File: config.mk
export PLATFORM = sky130hd
export DESIGN_NAME = e40_tx_top
export DESIGN_NICKNAME = d
export VERILOG_FILES = /design/src/rtl/e40_pkg.sv /design/src/rtl/e40_tx_top.sv /design/src/rtl/status_read_combine.sv /design/src/rtl/optics_control.sv /design/src/rtl/packet_client.sv /design/src/rtl/status_decode.sv
export SDC_FILE = /design/constraint.sdc
export NUM_CORES = 1
export LEC_CHECK = 0
export BUFFER_PORTS_ARGS = -buffer_cell sky130_fd_sc_hd__buf_2
export CELL_PAD_IN_SITES_DETAIL_PLACEMENT = 1
export CELL_PAD_IN_SITES_GLOBAL_PLACEMENT = 2
export CORE_ASPECT_RATIO = 0.75
export CORE_UTILIZATION = 37
export CTS_CLUSTER_SIZE = 40
export DETAILED_ROUTE_END_ITERATION = 10
export PLACE_DENSITY = 0.85
export SYNTH_ARGS = -nofsm -noshare
export SYNTH_HDL_FRONTEND = slang
export SYNTH_SLANG_ARGS = --single-unit
File: constraint.sdc
create_clock -name clk_status -period 11.2 [get_ports clk_status]
set_input_delay 2.24 -clock clk_status [delete_from_list [all_inputs] [get_ports clk_status]]
set_output_delay 2.24 -clock clk_status [all_outputs]
set_load 0.1 [all_outputs]
File: src/rtl/e40_pkg.sv
package e40_pkg;

	////////////////////////////////////////
	// tx stream geometry
	////////////////////////////////////////

	localparam int words  = 2;           // 64-bit lanes per beat
	localparam int data_w = words * 64;  // din, lane 0 in the top word
	localparam int end_w  = words * 8;   // one end flag per byte

	// packet length limits, bytes
	localparam int min_len = 9;
	localparam int max_len = 1518;
	localparam int len_w   = 11;         // wide enough for max_len

	////////////////////////////////////////
	// status bus
	////////////////////////////////////////

	localparam int addr_w = 16;
	localparam int reg_w  = 32;

	// block select, paddr[15:12]
	localparam logic [3:0] sel_pc     = 4'h0;
	localparam logic [3:0] sel_optics = 4'h1;

	// packet client registers, byte offsets in paddr[11:0]
	localparam logic [11:0] pc_ctrl  = 12'h000; // bit 0 run, self clearing
	localparam logic [11:0] pc_len   = 12'h004; // bytes per packet
	localparam logic [11:0] pc_count = 12'h008; // packets per run
	localparam logic [11:0] pc_sent  = 12'h00c; // read only

	// optics registers
	localparam logic [11:0] opt_ctrl   = 12'h000;
	localparam logic [11:0] opt_status = 12'h004; // live, after sync
	localparam logic [11:0] opt_sticky = 12'h008; // write 1 to clear

	////////////////////////////////////////
	// cfp control register layout
	////////////////////////////////////////

	localparam int ctl_w        = 11;
	localparam int ctl_lopwr    = 0;
	localparam int ctl_mod_rst  = 1;  // pin is active low
	localparam int ctl_tx_dis   = 2;
	localparam int ctl_prg_cntl = 3;  // 3 bits, prg_cntl[3:1]
	localparam int ctl_prtadr   = 6;  // 5 bits

	// low power and tx disabled until software says otherwise
	localparam logic [31:0] opt_ctrl_rst = 32'h0000_0005;

	// status and sticky layout
	// bit 0 mod_abs, 1 rx_los, 2 glb_alrm, 5:3 prg_alrm[3:1]
	localparam int st_w = 6;
	localparam logic [5:0] alarm_mask = 6'b111110; // mod_abs never latches

endpackage
File: src/rtl/e40_tx_top.sv
`timescale 1ns/1ps

module e40_tx_top (
	input  logic                       clk_status,
	input  logic                       rst_n,

	// apb status bus
	input  logic                       psel,
	input  logic                       penable,
	input  logic                       pwrite,
	input  logic [e40_pkg::addr_w-1:0] paddr,
	input  logic [e40_pkg::reg_w-1:0]  pwdata,
	output logic                       pready,
	output logic [e40_pkg::reg_w-1:0]  prdata,
	output logic                       pslverr,

	// tx stream toward the mac
	output logic [e40_pkg::data_w-1:0] din,          // regular left to right
	output logic [e40_pkg::words-1:0]  din_start,
	output logic [e40_pkg::end_w-1:0]  din_end_pos,  // last byte, any position
	input  logic                       din_ack,

	// cfp pins
	input  logic                       cfp_mod_abs,
	input  logic                       cfp_rx_los,
	input  logic                       cfp_glb_alrm,
	input  logic [3:1]                 cfp_prg_alrm,
	output logic                       cfp_mod_lopwr,
	output logic                       cfp_mod_rst,  // active low
	output logic                       cfp_tx_dis,
	output logic [3:1]                 cfp_prg_cntl,
	output logic [4:0]                 cfp_prtadr
);

	logic [11:0]               reg_addr;
	logic [e40_pkg::reg_w-1:0] reg_wdata;
	logic                      pc_read;
	logic                      pc_write;
	logic                      opt_read;
	logic                      opt_write;
	logic                      miss;
	logic                      pc_done;
	logic [e40_pkg::reg_w-1:0] pc_rdata;
	logic                      opt_done;
	logic [e40_pkg::reg_w-1:0] opt_rdata;

	////////////////////////////////////////
	// bus front end
	////////////////////////////////////////

	status_decode decode_inst (
		.clk_status (clk_status),
		.rst_n      (rst_n),
		.psel       (psel),
		.penable    (penable),
		.pwrite     (pwrite),
		.paddr      (paddr),
		.pwdata     (pwdata),
		.pready     (pready),     // ends the busy window
		.reg_addr   (reg_addr),
		.reg_wdata  (reg_wdata),
		.pc_read    (pc_read),
		.pc_write   (pc_write),
		.opt_read   (opt_read),
		.opt_write  (opt_write),
		.miss       (miss)
	);

	////////////////////////////////////////
	// packet generator
	////////////////////////////////////////

	packet_client pc_inst (
		.clk_status  (clk_status),
		.rst_n       (rst_n),
		.reg_read    (pc_read),
		.reg_write   (pc_write),
		.reg_addr    (reg_addr),
		.reg_wdata   (reg_wdata),
		.din_ack     (din_ack),
		.done        (pc_done),
		.rdata       (pc_rdata),
		.din         (din),
		.din_start   (din_start),
		.din_end_pos (din_end_pos)
	);

	////////////////////////////////////////
	// cfp control
	////////////////////////////////////////

	optics_control optics_inst (
		.clk_status    (clk_status),
		.rst_n         (rst_n),
		.reg_read      (opt_read),
		.reg_write     (opt_write),
		.reg_addr      (reg_addr),
		.reg_wdata     (reg_wdata),
		.cfp_mod_abs   (cfp_mod_abs),
		.cfp_rx_los    (cfp_rx_los),
		.cfp_glb_alrm  (cfp_glb_alrm),
		.cfp_prg_alrm  (cfp_prg_alrm),
		.done          (opt_done),
		.rdata         (opt_rdata),
		.cfp_mod_lopwr (cfp_mod_lopwr),
		.cfp_mod_rst   (cfp_mod_rst),
		.cfp_tx_dis    (cfp_tx_dis),
		.cfp_prg_cntl  (cfp_prg_cntl),
		.cfp_prtadr    (cfp_prtadr)
	);

	////////////////////////////////////////
	// merge replies
	////////////////////////////////////////

	status_read_combine combine_inst (
		.clk_status (clk_status),
		.rst_n      (rst_n),
		.miss       (miss),
		.pc_done    (pc_done),
		.pc_rdata   (pc_rdata),
		.opt_done   (opt_done),
		.opt_rdata  (opt_rdata),
		.pready     (pready),
		.prdata     (prdata),
		.pslverr    (pslverr)
	);

endmodule

File: src/rtl/status_read_combine.sv
`timescale 1ns/1ps

module status_read_combine (
	input  logic                      clk_status,
	input  logic                      rst_n,
	input  logic                      miss,
	input  logic                      pc_done,
	input  logic [e40_pkg::reg_w-1:0] pc_rdata,
	input  logic                      opt_done,
	input  logic [e40_pkg::reg_w-1:0] opt_rdata,
	output logic                      pready,
	output logic [e40_pkg::reg_w-1:0] prdata,
	output logic                      pslverr
);

	logic miss_q;   // lines up with client done

	////////////////////////////////////////
	// unmapped access
	////////////////////////////////////////

	// nobody answers a miss, so answer it here one cycle late
	always_ff @(posedge clk_status) begin
		if (!rst_n) begin
			miss_q <= 1'b0;
		end else begin
			miss_q <= miss;
		end
	end

	////////////////////////////////////////
	// merge
	////////////////////////////////////////

	// at most one done per transfer
	assign pready = pc_done | opt_done | miss_q;

	// idle clients hold zero, plain or is enough
	assign prdata = pc_rdata | opt_rdata;

	assign pslverr = miss_q;   // only ever with pready

endmodule

File: src/rtl/optics_control.sv
`timescale 1ns/1ps

module optics_control (
	input  logic                      clk_status,
	input  logic                      rst_n,
	input  logic                      reg_read,
	input  logic                      reg_write,
	input  logic [11:0]               reg_addr,
	input  logic [e40_pkg::reg_w-1:0] reg_wdata,
	input  logic                      cfp_mod_abs,
	input  logic                      cfp_rx_los,
	input  logic                      cfp_glb_alrm,
	input  logic [3:1]                cfp_prg_alrm,
	output logic                      done,
	output logic [e40_pkg::reg_w-1:0] rdata,
	output logic                      cfp_mod_lopwr,
	output logic                      cfp_mod_rst,
	output logic                      cfp_tx_dis,
	output logic [3:1]                cfp_prg_cntl,
	output logic [4:0]                cfp_prtadr
);

	logic [e40_pkg::ctl_w-1:0] ctrl_q;
	logic [e40_pkg::st_w-1:0]  in_raw;
	logic [e40_pkg::st_w-1:0]  in_meta;   // first sync stage
	logic [e40_pkg::st_w-1:0]  in_sync;
	logic [e40_pkg::st_w-1:0]  in_prev;   // for edge detect
	logic [e40_pkg::st_w-1:0]  rise;
	logic [e40_pkg::st_w-1:0]  clr;
	logic [e40_pkg::st_w-1:0]  sticky_q;

	////////////////////////////////////////
	// cfp pins
	////////////////////////////////////////

	assign cfp_mod_lopwr = ctrl_q[e40_pkg::ctl_lopwr];
	assign cfp_mod_rst   = ctrl_q[e40_pkg::ctl_mod_rst];  // active low at the module
	assign cfp_tx_dis    = ctrl_q[e40_pkg::ctl_tx_dis];
	assign cfp_prg_cntl  = ctrl_q[e40_pkg::ctl_prg_cntl +: 3];
	assign cfp_prtadr    = ctrl_q[e40_pkg::ctl_prtadr +: 5];

	always_ff @(posedge clk_status) begin
		if (!rst_n) begin
			ctrl_q <= e40_pkg::opt_ctrl_rst[e40_pkg::ctl_w-1:0];
		end else if (reg_write && (reg_addr == e40_pkg::opt_ctrl)) begin
			ctrl_q <= reg_wdata[e40_pkg::ctl_w-1:0];
		end
	end

	////////////////////////////////////////
	// alarm inputs
	////////////////////////////////////////

	assign in_raw = {cfp_prg_alrm, cfp_glb_alrm, cfp_rx_los, cfp_mod_abs};
	assign rise   = in_sync & ~in_prev & e40_pkg::alarm_mask;
	assign clr    = (reg_write && (reg_addr == e40_pkg::opt_sticky)) ?
		reg_wdata[e40_pkg::st_w-1:0] : '0;

	// two flop sync, pins are async to clk_status
	always_ff @(posedge clk_status) begin
		if (!rst_n) begin
			in_meta  <= '0;
			in_sync  <= '0;
			in_prev  <= '0;
			sticky_q <= '0;
		end else begin
			in_meta  <= in_raw;
			in_sync  <= in_meta;
			in_prev  <= in_sync;
			sticky_q <= (sticky_q & ~clr) | rise;  // new edge wins over clear
		end
	end

	////////////////////////////////////////
	// register reads
	////////////////////////////////////////

	always_ff @(posedge clk_status) begin
		if (!rst_n) begin
			done <= 1'b0;
		end else begin
			done <= reg_read | reg_write;
		end
	end

	always_ff @(posedge clk_status) begin
		rdata <= '0;
		if (reg_read) begin
			case (reg_addr)
				e40_pkg::opt_ctrl:   rdata <= {{(e40_pkg::reg_w-e40_pkg::ctl_w){1'b0}}, ctrl_q};
				e40_pkg::opt_status: rdata <= {{(e40_pkg::reg_w-e40_pkg::st_w){1'b0}}, in_sync};
				e40_pkg::opt_sticky: rdata <= {{(e40_pkg::reg_w-e40_pkg::st_w){1'b0}}, sticky_q};
				default:             rdata <= '0;
			endcase
		end
	end

endmodule

File: src/rtl/packet_client.sv
`timescale 1ns/1ps

module packet_client (
	input  logic                       clk_status,
	input  logic                       rst_n,
	input  logic                       reg_read,
	input  logic                       reg_write,
	input  logic [11:0]                reg_addr,
	input  logic [e40_pkg::reg_w-1:0]  reg_wdata,
	input  logic                       din_ack,
	output logic                       done,
	output logic [e40_pkg::reg_w-1:0]  rdata,
	output logic [e40_pkg::data_w-1:0] din,
	output logic [e40_pkg::words-1:0]  din_start,
	output logic [e40_pkg::end_w-1:0]  din_end_pos
);

	logic                       run_q;
	logic [e40_pkg::len_w-1:0]  len_q;
	logic [e40_pkg::reg_w-1:0]  count_q;
	logic [e40_pkg::reg_w-1:0]  sent_q;
	logic [e40_pkg::len_w-1:0]  off_q;      // byte offset of the next beat
	logic [7:0]                 pkt_q;      // packet number of the next beat
	logic                       beat_valid; // din holds a packet beat

	logic                       wr_ctrl;
	logic                       start;
	logic                       go;
	logic                       adv;
	logic                       end_acc;
	logic                       more;
	logic                       last;
	logic [e40_pkg::reg_w-1:0]  sent_nxt;
	logic [7:0]                 pkt_base;
	logic [e40_pkg::len_w:0]    off_end;
	logic [e40_pkg::len_w-1:0]  len_left;   // last byte index from off_q
	logic [e40_pkg::len_w-1:0]  len_wr;
	logic [e40_pkg::data_w-1:0] b_data;
	logic [e40_pkg::end_w-1:0]  b_end;

	////////////////////////////////////////
	// run control
	////////////////////////////////////////

	assign wr_ctrl  = reg_write && (reg_addr == e40_pkg::pc_ctrl);
	assign start    = wr_ctrl && reg_wdata[0] && !run_q && (off_q == '0); // packet boundary
	assign go       = start ? (count_q != '0) : run_q;
	assign adv      = !beat_valid || din_ack;   // output slot free
	assign end_acc  = beat_valid && din_ack && (din_end_pos != '0);
	assign sent_nxt = start ? '0 : sent_q + end_acc;
	assign more     = (off_q != '0) || (go && (sent_nxt < count_q)); // mid packet or new one
	assign pkt_base = start ? 8'd0 : pkt_q;

	// clamp on write
	always_comb begin
		if (reg_wdata < e40_pkg::min_len) begin
			len_wr = e40_pkg::len_w'(e40_pkg::min_len);
		end else if (reg_wdata > e40_pkg::max_len) begin
			len_wr = e40_pkg::len_w'(e40_pkg::max_len);
		end else begin
			len_wr = reg_wdata[e40_pkg::len_w-1:0];
		end
	end

	////////////////////////////////////////
	// beat builder
	////////////////////////////////////////

	assign off_end  = {1'b0, off_q} + (e40_pkg::len_w + 1)'(e40_pkg::end_w);
	assign last     = (off_end >= {1'b0, len_q});  // packet ends in this beat
	assign len_left = len_q - off_q - 1'b1;
	assign b_end    = last ? ({1'b1, {(e40_pkg::end_w-1){1'b0}}} >> len_left) : '0;

	// byte k of packet p is p + k, left to right, zero past the end
	always_comb begin
		b_data = '0;
		for (int i = 0; i < e40_pkg::end_w; i++) begin
			if (off_q + i < len_q) begin
				b_data[e40_pkg::data_w-1-8*i -: 8] = pkt_base + off_q[7:0] + 8'(i);
			end
		end
	end

	always_ff @(posedge clk_status) begin
		if (!rst_n) begin
			run_q       <= 1'b0;
			len_q       <= e40_pkg::len_w'(e40_pkg::min_len);
			count_q     <= '0;
			sent_q      <= '0;
			off_q       <= '0;
			pkt_q       <= '0;
			beat_valid  <= 1'b0;
			din         <= '0;
			din_start   <= '0;
			din_end_pos <= '0;
		end else begin
			sent_q <= sent_nxt;
			if (wr_ctrl && !reg_wdata[0]) begin
				run_q <= 1'b0;               // stop, current packet drains
			end else if (start) begin
				run_q <= (count_q != '0);
			end else if (run_q && (sent_nxt >= count_q)) begin
				run_q <= 1'b0;               // all packets out
			end
			if (reg_write && (reg_addr == e40_pkg::pc_len)) begin
				len_q <= len_wr;
			end
			if (reg_write && (reg_addr == e40_pkg::pc_count)) begin
				count_q <= reg_wdata;
			end
			if (adv && more) begin
				din         <= b_data;
				din_start   <= (off_q == '0) ? {1'b1, {(e40_pkg::words-1){1'b0}}} : '0;
				din_end_pos <= b_end;
				beat_valid  <= 1'b1;
				off_q       <= last ? '0 : off_end[e40_pkg::len_w-1:0];
				pkt_q       <= last ? pkt_base + 8'd1 : pkt_base;
			end else if (adv) begin
				din         <= '0;               // idle beat
				din_start   <= '0;
				din_end_pos <= '0;
				beat_valid  <= 1'b0;
				pkt_q       <= pkt_base;
			end else if (start) begin
				pkt_q <= '0;                     // end beat of old run still waiting
			end
		end
	end

	////////////////////////////////////////
	// register reads
	////////////////////////////////////////

	always_ff @(posedge clk_status) begin
		if (!rst_n) begin
			done <= 1'b0;
		end else begin
			done <= reg_read | reg_write;    // answer one cycle after strobe
		end
	end

	always_ff @(posedge clk_status) begin
		rdata <= '0;
		if (reg_read) begin
			case (reg_addr)
				e40_pkg::pc_ctrl:  rdata <= {{(e40_pkg::reg_w-1){1'b0}}, run_q};
				e40_pkg::pc_len:   rdata <= {{(e40_pkg::reg_w-e40_pkg::len_w){1'b0}}, len_q};
				e40_pkg::pc_count: rdata <= count_q;
				e40_pkg::pc_sent:  rdata <= sent_q;
				default:           rdata <= '0;
			endcase
		end
	end

endmodule

File: src/rtl/status_decode.sv
`timescale 1ns/1ps

module status_decode (
	input  logic                       clk_status,
	input  logic                       rst_n,
	input  logic                       psel,
	input  logic                       penable,
	input  logic                       pwrite,
	input  logic [e40_pkg::addr_w-1:0] paddr,
	input  logic [e40_pkg::reg_w-1:0]  pwdata,
	input  logic                       pready,
	output logic [11:0]                reg_addr,
	output logic [e40_pkg::reg_w-1:0]  reg_wdata,
	output logic                       pc_read,
	output logic                       pc_write,
	output logic                       opt_read,
	output logic                       opt_write,
	output logic                       miss
);

	logic       busy;    // strobe out, waiting for pready
	logic       first;   // first access cycle
	logic [3:0] sel;
	logic       hit_pc;
	logic       hit_opt;

	assign sel     = paddr[e40_pkg::addr_w-1 -: 4]; // block select
	assign first   = psel & penable & ~busy;
	assign hit_pc  = (sel == e40_pkg::sel_pc);
	assign hit_opt = (sel == e40_pkg::sel_optics);

	// one strobe per transfer
	assign pc_read   = first & hit_pc & ~pwrite;
	assign pc_write  = first & hit_pc & pwrite;
	assign opt_read  = first & hit_opt & ~pwrite;
	assign opt_write = first & hit_opt & pwrite;
	assign miss      = first & ~hit_pc & ~hit_opt; // unmapped select

	// shared by both execute blocks
	assign reg_addr  = paddr[11:0];
	assign reg_wdata = pwdata;

	// busy covers the waiting access cycle
	always_ff @(posedge clk_status) begin
		if (!rst_n) begin
			busy <= 1'b0;
		end else if (pready) begin
			busy <= 1'b0;   // transfer done
		end else if (first) begin
			busy <= 1'b1;
		end
	end

endmodule

# After elaboration in Yosys (flattened, before gate mapping)
# Index checks and enable logic that the tools add are counted.
# word_totals
out_inout_bits,191
register_bits,345
wordCells,176
in_bits,60
# op_classes
magnitude_cmp,21
bitwise_logic,25
addsub,36
n_shift,1
mux,39
eq_ne,4
reduce_logical,29
# ops
operator,count
$lt A32 B11 Y1,15
$mux W128,2
$mux W8,19
$pmux W32 S4,1
$add A11 B4 Y12 const B,8
$add A8 B4 Y8 const B,8
$add A11 B3 Y12 const B,4
$mux W16,3
$mux W11,3
$pmux W11 S3,1
$add A32 B1 Y32,1
$add A8 B3 Y8 const B,4
$ge A32 B32 Y1,1
$gt A32 B11 Y1 const B,1
$lt A32 B32 Y1,1
$lt A32 B4 Y1 const B,1
$mux W32,1
$or A32 B32 Y32,1
$reduce_bool A32 Y1,1
$add A11 B2 Y12 const B,2
$eq A12 B4 Y1 const B,2
$add A8 B1 Y8 const B,2
$add A8 B2 Y8 const B,2
$reduce_bool A16 Y1,1
28 further kinds,70

# Depth between registers and ports, before layout
# Gate-level depths: netlist of the first run.
# depth
depth_word,14
mapped_depth,21
ltp_nobuf,19

# Hierarchy
# Synthesis of the first run repeated with hierarchy kept, for this count alone.
# unflattened
cells_unflattened,1928
hier_area_um2,16528.4
# by_module_without_submodules
mod,cells_per_inst,instances,seq_area_each_um2,area_each_um2
packet_client,1645,1,5405.2,13964.6
optics_control,190,1,920.9,1901.8
status_decode,58,1,20.0,429.2
status_read_combine,35,1,20.0,232.7

# Least setup slack after synthesis of the first run
# OpenSTA, ideal clock, no wires.
# synth_path
path_kind,input port to flip-flop
start,input port paddr[1] (netlist name)
end,register pc_inst.pkt_q[0]
stages,16
setup_time_ns,0.072
path_slack_ns,4.868
t_arrival_ns,6.260
path_buffers,3
required_ns,11.128
path_cell_list,or4_4 > nor4b_4 > nand3_1 > nor3_1 > clkbuf_1 > clkbuf_1 > nor2_1 > ha_1 > a21oi_1 > nand2_1 > a221o_1 > o31ai_1 > a31oi_1 > buf_2 > nor2_1 > mux2i_1
# synth_between
elab_chain_cells,11
elab_cells_between_ends,15
classes_between,1 x add/sub; 1 x order compare; 5 x mux; 8 x reduce/logical
# synth_lines
element,line,text
from (decl),e40_tx_top.sv:11,"input logic [e40_pkg::addr_w-1:0] paddr,"
$logic_not A12 Y1,packet_client.sv:45,assign wr_ctrl = reg_write && (reg_addr == e40_pkg::pc_ctrl);
$logic_and A1 B1 Y1,packet_client.sv:45,
$logic_and A1 B1 Y1 (3 in series),packet_client.sv:46,assign start = wr_ctrl && reg_wdata[0] && !run_q && (off_q == '0);
$mux W32,packet_client.sv:50,assign sent_nxt = start ? '0 : sent_q + end_acc;
"named net pc_inst.sent_nxt, one bit",packet_client.sv:33,logic [e40_pkg::reg_w-1:0] sent_nxt;
$lt A32 B32 Y1,packet_client.sv:51,assign more = (off_q != '0) || (go && (sent_nxt < count_q));
$logic_and A1 B1 Y1,packet_client.sv:51,
$logic_or A1 B1 Y1,packet_client.sv:51,
$logic_and A1 B1 Y1,packet_client.sv:111,if (adv && more) begin
$mux W8,packet_client.sv:111,
to (signal assigned),packet_client.sv:117,pkt_q <= last ? pkt_base + 8'd1 : pkt_base;
to (signal assigned),packet_client.sv:123,pkt_q <= pkt_base;
to (decl),packet_client.sv:23,logic [7:0] pkt_q;
# The timed path passes the listed nets, and every way through them passes these cells.
# A chain may end at the register's enable or synchronous reset.

# Worst setup path in the final report of the first run
# layout_path
start,input port din_ack
end,register pc_inst.din[122] (netlist name)
# layout_between
elab_chain_cells,9
elab_cells_between_ends,11
classes_between,1 x add/sub; 1 x order compare; 2 x mux; 7 x reduce/logical
# layout_lines
element,line,text
from (decl),e40_tx_top.sv:21,"input logic din_ack,"
$logic_and A1 B1 Y1 * (2 in series),packet_client.sv:49,assign end_acc = beat_valid && din_ack && (din_end_pos != '0);
$add A32 B1 Y32 *,packet_client.sv:50,
$mux W32 *,packet_client.sv:50,
"named net pc_inst.sent_nxt, one bit",packet_client.sv:33,
$lt A32 B32 Y1 *,packet_client.sv:51,
$logic_and A1 B1 Y1 *,packet_client.sv:51,
$logic_or A1 B1 Y1 *,packet_client.sv:51,
$logic_and A1 B1 Y1 *,packet_client.sv:111,
$mux W128 / $reduce_bool A2 Y1 (equally long branches),n/a,
to (signal assigned),packet_client.sv:112,din <= b_data;
to (decl),packet_client.sv:13,"output logic [e40_pkg::data_w-1:0] din,"
# Mark *: on every way through the listed nets, which the timed path passes. The rest lies on a longest branch.

==> results of run 1 <==
## synthesized netlist by cell type (9+ instances only)
library cell                 n
sky130_fd_sc_hd__a211oi_1   11
sky130_fd_sc_hd__a21o_1     23
sky130_fd_sc_hd__a21oi_1   121
sky130_fd_sc_hd__a22o_1     47
sky130_fd_sc_hd__a22oi_1    25
sky130_fd_sc_hd__a32oi_1    14
sky130_fd_sc_hd__and2_1     26
sky130_fd_sc_hd__and3_1     30
sky130_fd_sc_hd__buf_1       9
sky130_fd_sc_hd__buf_4      25
sky130_fd_sc_hd__clkbuf_1   94
sky130_fd_sc_hd__dfxtp_1   318
sky130_fd_sc_hd__ha_1       96
sky130_fd_sc_hd__inv_1      66
sky130_fd_sc_hd__mux2i_1    34
sky130_fd_sc_hd__nand2_1   249
sky130_fd_sc_hd__nand3_1    43
sky130_fd_sc_hd__nand4_1    39
sky130_fd_sc_hd__nor2_1    177
sky130_fd_sc_hd__nor2b_1    16
sky130_fd_sc_hd__nor3_1     49
sky130_fd_sc_hd__nor4_1     29
sky130_fd_sc_hd__o21a_1     10
sky130_fd_sc_hd__o21ai_0    71
sky130_fd_sc_hd__o21ai_1    24
sky130_fd_sc_hd__or2_2      13
sky130_fd_sc_hd__xnor2_1    62
sky130_fd_sc_hd__xor2_1     49
## final timing paths
| path | startpoint | to | slack, ns | cells past startpoint |
|---|---|---|---|---|
| worst max-delay path | din_ack | pc_inst.din[122] | 3.33 | 22 |
| worst max register to register | pc_inst.din_end_pos[15] | pc_inst.din[122] | 4.72 | 21 |
| worst min-delay path | optics_inst.sticky_q[0] | optics_inst.sticky_q[0] | 0.44 | 2 |
| worst min register to register | optics_inst.sticky_q[0] | optics_inst.sticky_q[0] | 0.44 | 2 |
## per-layer routing
layer / up-vias / GRT usage
li1: 6845 / -
met1: 7421 / 0.394
met2: 410 / 0.417
met3: 97 / 0.0423
met4: 2 / 0.0869
met5: - / 0
## state kept, by name, indices dropped and copies added, names as in the netlist, 7 cells and up
signal / cells
pc_inst.rdata: 32
pc_inst.pkt_q: 8
pc_inst.din: 128
pc_inst.din_end_pos: 16
pc_inst.len_q: 11
optics_inst.ctrl_q: 11
pc_inst.count_q: 32
pc_inst.off_q: 7
optics_inst.rdata: 11
pc_inst.sent_q: 32
## through the flow
stage / setup WS (ns) / power (mW) / hold slack, ns / area, µm²
after floorplan: 4.87 / 1.19 / 0.412 / 15800
after global placement: 3.11 / 1.22 / 0.421 / 17300
after detailed placement: 3.02 / 1.22 / 0.426 / 17300
after CTS: 3.52 / 2.34 / 0.437 / 18400
after global routing: 3.18 / 2.40 / 0.460 / 18400
final: 3.33 / 2.32 / 0.437 / 18400
## cell families (layout without fill, tap and decap cells)
group                    after synthesis  count (layout)  synth area share
adder cells (fa/ha/maj)               96              96            0.0760
multiplexers                          36              36            0.0237
AO/OA/AOI/OAI                        398             398             0.164
AND/OR/NAND/NOR                      709             709             0.214
buffers and inverters                207             395            0.0562
other                                  1               4          0.000237
XOR/XNOR                             112             112            0.0626
flip-flops                           318             318             0.403
## tightest hold or removal path, delay by kind of cell (launching register included)
kind / cells / cell delay, ns
DFF: 1 / 0.31
and+or+nand+nor: 1 / 0.05
AOI/OAI and AO/OA: 1 / 0.03
## power by group
part           internal, mW  switching [mW]  total, mW
Combinational        0.0162          0.0396     0.0559
Sequential             1.13         0.00202       1.14
Clock                 0.648           0.477       1.12
## final cells by class
cell class | count | area share
multi-input cells | 1352 | 0.467
flip-flops and latches | 318 | 0.346
repair buffers | 268 | 0.0755
clock buffers | 50 | 0.0550
well taps | 569 | 0.0387
inverters | 70 | 0.0143
clock inverters | 7 | 0.00347
diodes | 3 | 0.000408
==> flow_summary.html, run 1 <==
<table>
<tr><th>Metric</th><th>Value</th></tr>
<tr><th colspan="2">Detailed routing</th></tr>
<tr><td>Wire length on met3</td><td>3.44 mm</td></tr>
<tr><td>Met2 routed WL</td><td>26.2 mm</td></tr>
<tr><td>DRC errors left</td><td>1</td></tr>
<tr><td>Routed length on met1</td><td>between 20 and 30 mm</td></tr>
<tr><td>Routed length per placed instance</td><td>22.6 µm</td></tr>
<tr><td>Number of routed nets with antenna violations</td><td>0</td></tr>
<tr><td>Total number of vias</td><td>~15000</td></tr>
<tr><td>Total length of routed wires</td><td>around 60 mm</td></tr>
<tr><td>Number of DRC violations after detailed-routing iteration 0</td><td>roughly 1100</td></tr>
<tr><td>Via-to-Cell Ratio</td><td>approximately 5.6</td></tr>
<tr><td>Drt first pass iters</td><td>8</td></tr>
<tr><td>Highest routing layer actually used</td><td>met5</td></tr>
<tr><th colspan="2">CTS</th></tr>
<tr><td>H-Tree Level Count</td><td>2</td></tr>
<tr><td>CTS tree</td><td>yes</td></tr>
<tr><td>CTS Hold Buffers Added</td><td>0</td></tr>
<tr><td>TritonCTS Sinks</td><td>roughly 320</td></tr>
<tr><td>TritonCTS buffer count</td><td>35</td></tr>
<tr><td>Number of buffers inserted to repair setup after CTS</td><td>0</td></tr>
<tr><td>Latest clock arrival within the worst-skew pair</td><td>roughly 0.54 ns</td></tr>
<tr><td>Number of instances resized during post-cts repair</td><td>0</td></tr>
<tr><td>Clock root buffer</td><td>sky130_fd_sc_hd__clkbuf_16</td></tr>
<tr><td>Clock-pin slew on the worst setup and hold paths</td><td>around 0.06 ns</td></tr>
<tr><td>Buffers from clock root to sink, at most</td><td>3</td></tr>
<tr><th colspan="2">Global routing</th></tr>
<tr><td>Overall track demand over capacity in global routing</td><td>0.274</td></tr>
<tr><td>Global-route wire length before repair</td><td>just over 90 mm</td></tr>
<tr><td>Vias in the first global route</td><td>about 15000</td></tr>
<tr><td>Number of antenna violations at the first check in global routing</td><td>4</td></tr>
<tr><td>Largest net degree at the start of global routing</td><td>84</td></tr>
<tr><td>Remaining global-route overflow</td><td>0</td></tr>
<tr><th colspan="2">Critical path</th></tr>
<tr><td>Class of the most critical setup path</td><td>in2reg</td></tr>
<tr><td>Critical Path Start Type</td><td>primary input</td></tr>
<tr><td>Crit-path slowest cell</td><td>sky130_fd_sc_hd__nor4b_1</td></tr>
<tr><td>Worst endpoint data arrival time</td><td>just over 8 ns</td></tr>
<tr><td>Bufs and invs on worst path</td><td>4</td></tr>
<tr><td>Most frequent cell on the critical path</td><td>sky130_fd_sc_hd__ha_1</td></tr>
<tr><td>WP data required</td><td>about 12 ns</td></tr>
<tr><td>Cell family with most CP delay</td><td>simple AND/OR/NAND/NOR gates</td></tr>
<tr><td>Ordered cell list for the critical path</td><td>buf_2 &gt; nand2_1 &gt; a41oi_1 &gt; ha_1 &gt; ha_1 &gt; inv_1 &gt; nor3_1 &gt; buf_4 &gt; nand3_1 &gt; nor2_1 &gt; nand2_1 &gt; xor2_1 &gt; nor2_1 &gt; ha_1 &gt; nand4_1 &gt; nor3_1 &gt; a22oi_1 &gt; nor4b_1 &gt; a31o_2 &gt; buf_4 &gt; nand4_1 &gt; o21ai_0</td></tr>
<tr><td>Largest fanout on the critical path</td><td>51</td></tr>
<tr><td>Slowest Stage Delay on Critical Path</td><td>1.19 ns</td></tr>
<tr><td>Crit. End Element</td><td>register</td></tr>
<tr><th colspan="2">Placement</th></tr>
<tr><td>Routability Congestion</td><td>just over 0.9</td></tr>
<tr><td>Placed cells</td><td>roughly 2600</td></tr>
<tr><td>Placed wire-length estimate</td><td>roughly 44 mm</td></tr>
<tr><td>Count of port buffers added during placement</td><td>249</td></tr>
<tr><th colspan="2">STA</th></tr>
<tr><td>Fmax</td><td>between 100 and 150 MHz</td></tr>
<tr><td>Number of hold violations in the final report</td><td>0</td></tr>
<tr><td>Setup-failing EPs final</td><td>0</td></tr>
<tr><td>Fraction of the cycle the final worst path needs</td><td>0.702</td></tr>
<tr><td>Setup skew after layout</td><td>between 0.02 and 0.025 ns</td></tr>
<tr><td>Slew at the pin closest to its max-slew limit</td><td>1.48 ns</td></tr>
<tr><td>RSZ-0062 raised after global routing</td><td>no</td></tr>
<tr><td>Tmin final</td><td>~7.9 ns</td></tr>
<tr><td>Tightest slew margin relative to the limit</td><td>-0.000620</td></tr>
<tr><td>Total negative slack</td><td>0 ns</td></tr>
<tr><td>Max-slew violations</td><td>1</td></tr>
<tr><th colspan="2">Pwr</th></tr>
<tr><td>Max VDD drop</td><td>approximately 0.093 mV</td></tr>
<tr><td>PD cells</td><td>approximately 130 nW/µm²</td></tr>
<tr><td>Leakage power of the design</td><td>7.74 nW</td></tr>
<tr><th colspan="2">Logic synthesis</th></tr>
<tr><td>Syn_nets</td><td>around 2000</td></tr>
<tr><td>Post-synth top flop</td><td>sky130_fd_sc_hd__dfxtp_1</td></tr>
<tr><td>Main area contributors after synthesis</td><td>sky130_fd_sc_hd__dfxtp_1, sky130_fd_sc_hd__ha_1, sky130_fd_sc_hd__nand2_1, sky130_fd_sc_hd__nor2_1, sky130_fd_sc_hd__a21oi_1</td></tr>
<tr><td>Post-synthesis cell count</td><td>around 1900</td></tr>
<tr><td>Summed instance area of the synthesized netlist</td><td>15800 µm²</td></tr>
<tr><td>Flip-flop and latch count after synthesis</td><td>318</td></tr>
<tr><td>Number of unique standard cell types used by synthesis</td><td>roughly 80</td></tr>
<tr><td>Post-Synthesis Mean Instance Area</td><td>~8.4 µm²</td></tr>
<tr><td>Fraction of the yosys area taken by sequential cells</td><td>0.403</td></tr>
<tr><td>EDFF count, synth</td><td>0</td></tr>
<tr><td>Largest area contributor in the netlist</td><td>sky130_fd_sc_hd__dfxtp_1</td></tr>
<tr><td>Share of synthesized registers carrying an async set or reset</td><td>0</td></tr>
<tr><td>Number of warning messages in the yosys log</td><td>0</td></tr>
<tr><td>Top cell type's share of synthesized area</td><td>0.403</td></tr>
<tr><th colspan="2">Job</th></tr>
<tr><td>Max-cap check violation count</td><td>1</td></tr>
<tr><th colspan="2">Die</th></tr>
<tr><td>Die span in x</td><td>about 240 µm</td></tr>
<tr><td>Ports</td><td>between 200 and 300</td></tr>
<tr><td>Initial standard-cell utilization of the core</td><td>0.376</td></tr>
<tr><td>Die span in y</td><td>roughly 180 µm</td></tr>
<tr><td>Standard-cell rows</td><td>65</td></tr>
<tr><td>Die Area</td><td>about 44000 µm²</td></tr>
<tr><td>Placeable core region</td><td>~42000 µm²</td></tr>
<tr><th colspan="2">Cells and area</th></tr>
<tr><td>Non-filler cells, final</td><td>between 2000 and 3000</td></tr>
<tr><td>Most common cell after layout, fill and taps aside</td><td>sky130_fd_sc_hd__dfxtp_1</td></tr>
<tr><td>Register cell area after layout</td><td>~6400 µm²</td></tr>
<tr><td>Fraction of layout instances using a drive strength above 1</td><td>0.177</td></tr>
<tr><td>Area Overhead vs Synth</td><td>16.5%</td></tr>
<tr><td>Most frequent cells in the layout</td><td>sky130_fd_sc_hd__dfxtp_1, sky130_fd_sc_hd__nand2_1, sky130_fd_sc_hd__buf_2</td></tr>
<tr><td>Area occupied by multi-input gates</td><td>roughly 8600 µm²</td></tr>
<tr><td>Share of the core filled with cells</td><td>0.438</td></tr>
<tr><td>Final net count</td><td>around 2200</td></tr>
<tr><td>Filler instances</td><td>~5000</td></tr>
<tr><th colspan="2">Run status</th></tr>
<tr><td>Violated checks</td><td>design-rule violations, max-capacitance violations, max-slew violations</td></tr>
<tr><td>Outcome</td><td>finished, violations left</td></tr>
<tr><th colspan="2">Worst hold path</th></tr>
<tr><td>Worst hold-check path type</td><td>reg2reg</td></tr>
</table>
Note: power is estimated with default switching activity, not from simulation.
==> run 2: changes to the inputs <==
--- a/config.mk
+++ b/config.mk
@@ -9,10 +9,10 @@
 export CELL_PAD_IN_SITES_DETAIL_PLACEMENT = 1
 export CELL_PAD_IN_SITES_GLOBAL_PLACEMENT = 2
 export CORE_ASPECT_RATIO = 0.75
-export CORE_UTILIZATION = 37
+export CORE_UTILIZATION = 31
 export CTS_CLUSTER_SIZE = 40
 export DETAILED_ROUTE_END_ITERATION = 10
-export PLACE_DENSITY = 0.85
+export PLACE_DENSITY = 0.76
 export SYNTH_ARGS = -nofsm -noshare
 export SYNTH_HDL_FRONTEND = slang
 export SYNTH_SLANG_ARGS = --single-unit
==> constraint.sdc (replaced) <==
create_clock -name clk_status -period 6.8 [get_ports clk_status]
set_input_delay 1.36 -clock clk_status [delete_from_list [all_inputs] [get_ports clk_status]]
set_output_delay 1.36 -clock clk_status [all_outputs]
set_load 0.1 [all_outputs]
==> flow_summary.html, run 2 (synthesized netlist as in run 1, its figures left out) <==
<table>
<tr><th>Metric</th><th>Value</th></tr>
<tr><th colspan="2">Pwr</th></tr>
<tr><td>Final total power</td><td>3.94 mW (+70%)</td></tr>
<tr><td>PD cells</td><td>210 nW/µm² (+67%)</td></tr>
<tr><td>Max VDD drop</td><td>0.134 mV (+44%)</td></tr>
<tr><td>Leakage power of the design</td><td>7.85 nW (+1.4%)</td></tr>
<tr><th colspan="2">Detailed routing</th></tr>
<tr><td>DRC errors left</td><td>0 (-1)</td></tr>
<tr><td>Total length of routed wires</td><td>62.4 mm (+4.6%)</td></tr>
<tr><td>Total number of vias</td><td>14695 (-0.54%)</td></tr>
<tr><td>Routed length per placed instance</td><td>22.8 µm (+0.57%)</td></tr>
<tr><td>Number of DRC violations after detailed-routing iteration 0</td><td>989 (-11%)</td></tr>
<tr><td>Drt first pass iters</td><td>5 (-3)</td></tr>
<tr><td>Number of routed nets with antenna violations</td><td>0 (unchanged)</td></tr>
<tr><td>Via-to-Cell Ratio</td><td>5.36 (-4.4%)</td></tr>
<tr><th colspan="2">Cells and area</th></tr>
<tr><td>Filler instances</td><td>5915 (+17%)</td></tr>
<tr><td>Most frequent cells in the layout</td><td>sky130_fd_sc_hd__dfxtp_1, sky130_fd_sc_hd__nand2_1, sky130_fd_sc_hd__buf_2</td></tr>
<tr><td>Area Overhead vs Synth</td><td>18.7%</td></tr>
<tr><td>Max FFs per register</td><td>128 (unchanged)</td></tr>
<tr><td>Most common cell after layout, fill and taps aside</td><td>sky130_fd_sc_hd__dfxtp_1</td></tr>
<tr><td>Cell area after layout</td><td>18700 µm² (+1.9%)</td></tr>
<tr><td>Final net count</td><td>2217 (+0.73%)</td></tr>
<tr><td>Number of antenna repair diodes</td><td>0 (-3)</td></tr>
<tr><td>Biggest register</td><td>pc_inst.din</td></tr>
<tr><td>Fraction of layout instances using a drive strength above 1</td><td>0.184 (+0.00694)</td></tr>
<tr><th colspan="2">Placement</th></tr>
<tr><td>Cell area after placement</td><td>17600 µm² (+1.5%)</td></tr>
<tr><td>Count of port buffers added during placement</td><td>249 (unchanged)</td></tr>
<tr><td>Routability Congestion</td><td>0.881 (-3.9%)</td></tr>
<tr><td>Placed wire-length estimate</td><td>46.8 mm (+5.4%)</td></tr>
<tr><th colspan="2">Critical path</th></tr>
<tr><td>Crit. End Element</td><td>register</td></tr>
<tr><td>WP data required</td><td>7.27 ns (-4.36 ns)</td></tr>
<tr><td>Worst setup path start</td><td>din_ack</td></tr>
<tr><td>Startpoint of the most critical register-to-register path</td><td>pc_inst.beat_valid</td></tr>
<tr><td>Critical Path Start Type</td><td>primary input</td></tr>
<tr><td>Worst endpoint data arrival time</td><td>6.71 ns (-1.58 ns)</td></tr>
<tr><td>Largest fanout on the critical path</td><td>10 (-80%)</td></tr>
<tr><td>Class of the most critical setup path</td><td>in2reg</td></tr>
<tr><th colspan="2">CTS</th></tr>
<tr><td>Clock-pin slew on the worst setup and hold paths</td><td>0.06 ns (about the same)</td></tr>
<tr><td>Number of buffers inserted to repair setup after CTS</td><td>0 (unchanged)</td></tr>
<tr><td>Clock root buffer</td><td>sky130_fd_sc_hd__clkbuf_16</td></tr>
<tr><td>CTS tree</td><td>yes</td></tr>
<tr><td>TritonCTS buffer count</td><td>36 (+2.9%)</td></tr>
<tr><td>H-Tree Level Count</td><td>2 (unchanged)</td></tr>
<tr><td>Latest clock arrival within the worst-skew pair</td><td>0.53 ns (about the same)</td></tr>
<tr><td>Buffers from clock root to sink, at most</td><td>3 (unchanged)</td></tr>
<tr><td>TritonCTS Sinks</td><td>318 (unchanged)</td></tr>
<tr><th colspan="2">STA</th></tr>
<tr><td>Tightest slew margin relative to the limit</td><td>0.229 (+0.230)</td></tr>
<tr><td>RSZ-0062 raised after global routing</td><td>no</td></tr>
<tr><td>Setup skew after layout</td><td>0.0145 ns (-0.00770 ns)</td></tr>
<tr><td>Number of hold violations in the final report</td><td>0 (unchanged)</td></tr>
<tr><td>Slew at the pin closest to its max-slew limit</td><td>1.15 ns (-0.327 ns)</td></tr>
<tr><td>Setup-failing EPs final</td><td>0 (unchanged)</td></tr>
<tr><td>Max-slew violations</td><td>0 (-1)</td></tr>
<tr><td>Tmin final</td><td>6.24 ns</td></tr>
<tr><td>Fraction of the cycle the final worst path needs</td><td>0.918</td></tr>
<tr><td>Fmax</td><td>roughly 160 MHz</td></tr>
<tr><th colspan="2">Worst hold path</th></tr>
<tr><td>Worst hold-check path type</td><td>reg2reg</td></tr>
<tr><td>Startpoint of the worst hold path</td><td>optics_inst.in_meta[4]</td></tr>
<tr><th colspan="2">Global routing</th></tr>
<tr><td>Vias in the first global route</td><td>14899 (-0.11%)</td></tr>
<tr><td>Remaining global-route overflow</td><td>0 (unchanged)</td></tr>
<tr><td>Overall track demand over capacity in global routing</td><td>0.235 (-0.0389)</td></tr>
<tr><td>Global-route wire length before repair</td><td>94.0 mm (+2.3%)</td></tr>
<tr><td>Largest net degree at the start of global routing</td><td>86 (+2.4%)</td></tr>
<tr><td>Number of antenna violations at the first check in global routing</td><td>0 (-4)</td></tr>
<tr><th colspan="2">Die</th></tr>
<tr><td>Die Area</td><td>51900 µm² (+19%)</td></tr>
<tr><td>Placeable core region</td><td>50200 µm² (+19%)</td></tr>
<tr><td>Ports</td><td>251 (unchanged)</td></tr>
<tr><td>Die span in x</td><td>263 µm (+9.2%)</td></tr>
<tr><td>Initial standard-cell utilization of the core</td><td>0.315 (-0.0610)</td></tr>
<tr><td>Die span in y</td><td>197 µm (+9.1%)</td></tr>
<tr><td>Standard-cell rows</td><td>71 (+9.2%)</td></tr>
<tr><th colspan="2">Run status</th></tr>
<tr><td>Outcome</td><td>complete, no violations</td></tr>
<tr><th colspan="2">Job</th></tr>
<tr><td>Max-cap check violation count</td><td>0 (-1)</td></tr>
</table>
==> run 2: path summary, 6_finish.rpt <==
kind / slack [ns] / depth (start not counted) / endpoint
hold reg to reg: 0.44 / 1 / optics_inst.in_sync[4]
setup reg to reg: 1.04 / 20 / pc_inst.din[29]
setup / recovery: 0.56 / 21 / pc_inst.din[29]
hold / removal: 0.44 / 1 / optics_inst.in_sync[4]
==> run 2: power by group <==
part / internal [mW] / switching, mW
Sequential: 1.87 / 0.00311
Clock: 1.16 / 0.810
Combinational: 0.0277 / 0.0691
==> run 2: through the flow <==
step	std cells	hold slack (ns)	utilization	setup WS [ns]	setup TNS [ns]
floorplan	1877	0.412	-	1.35	0
global placement	2680	0.419	0.350	0.0674	0
detailed placement	2680	0.424	0.350	-0.108	-0.450
CTS	2742	0.438	0.373	0.410	0
global route	2742	0.448	0.374	0.0712	0
finish	2742	0.435	0.374	0.558	0
==> run 2: repair_timing <==
item,in CTS,in global routing
hold buffers,0,0
endpoints found under the setup margin,0,1
gates resized for setup,0,1
==> run 2: metal layers <==
layer / GRT usage / vias up / part of all wire
li1: - / 6864 / -
met1: 0.339 / 7334 / 0.49
met2: 0.363 / 418 / 0.43
met3: 0.0408 / 79 / 0.058
met4: 0.0551 / 0 / 0.019
met5: 0 / - / 0
==> run 2: cell type report <==
class                           count  area, µm²  share of cell area
Multi-Input combinational cell   1352       8590               0.458
Sequential cell                   318       6370               0.340
Timing Repair Buffer              283       1540              0.0821
Clock buffer                       55       1070              0.0573
Tap cell                          657        822              0.0438
Inverter                           70        265              0.0141
Clock inverter                      7       92.6             0.00494
==> run 2: critical path, cell delays in order <==
cell	delay, ns
sky130_fd_sc_hd__buf_2	0.10
sky130_fd_sc_hd__nand2_1	0.06
sky130_fd_sc_hd__a41oi_1	0.38
sky130_fd_sc_hd__ha_1	0.29
sky130_fd_sc_hd__ha_1	0.24
sky130_fd_sc_hd__inv_1	0.07
sky130_fd_sc_hd__nor3_1	0.27
sky130_fd_sc_hd__buf_4	0.21
sky130_fd_sc_hd__nand3_1	0.24
sky130_fd_sc_hd__nor2_1	0.29
sky130_fd_sc_hd__nand2_1	0.10
sky130_fd_sc_hd__xor2_1	0.21
sky130_fd_sc_hd__nor2_1	0.09
sky130_fd_sc_hd__ha_1	0.30
sky130_fd_sc_hd__nand4_1	0.18
sky130_fd_sc_hd__nor2_1	0.08
sky130_fd_sc_hd__a22oi_1	0.15
sky130_fd_sc_hd__nor4b_1	0.75
sky130_fd_sc_hd__a31oi_2	0.46
sky130_fd_sc_hd__nor2_1	0.59
sky130_fd_sc_hd__a32o_1	0.26
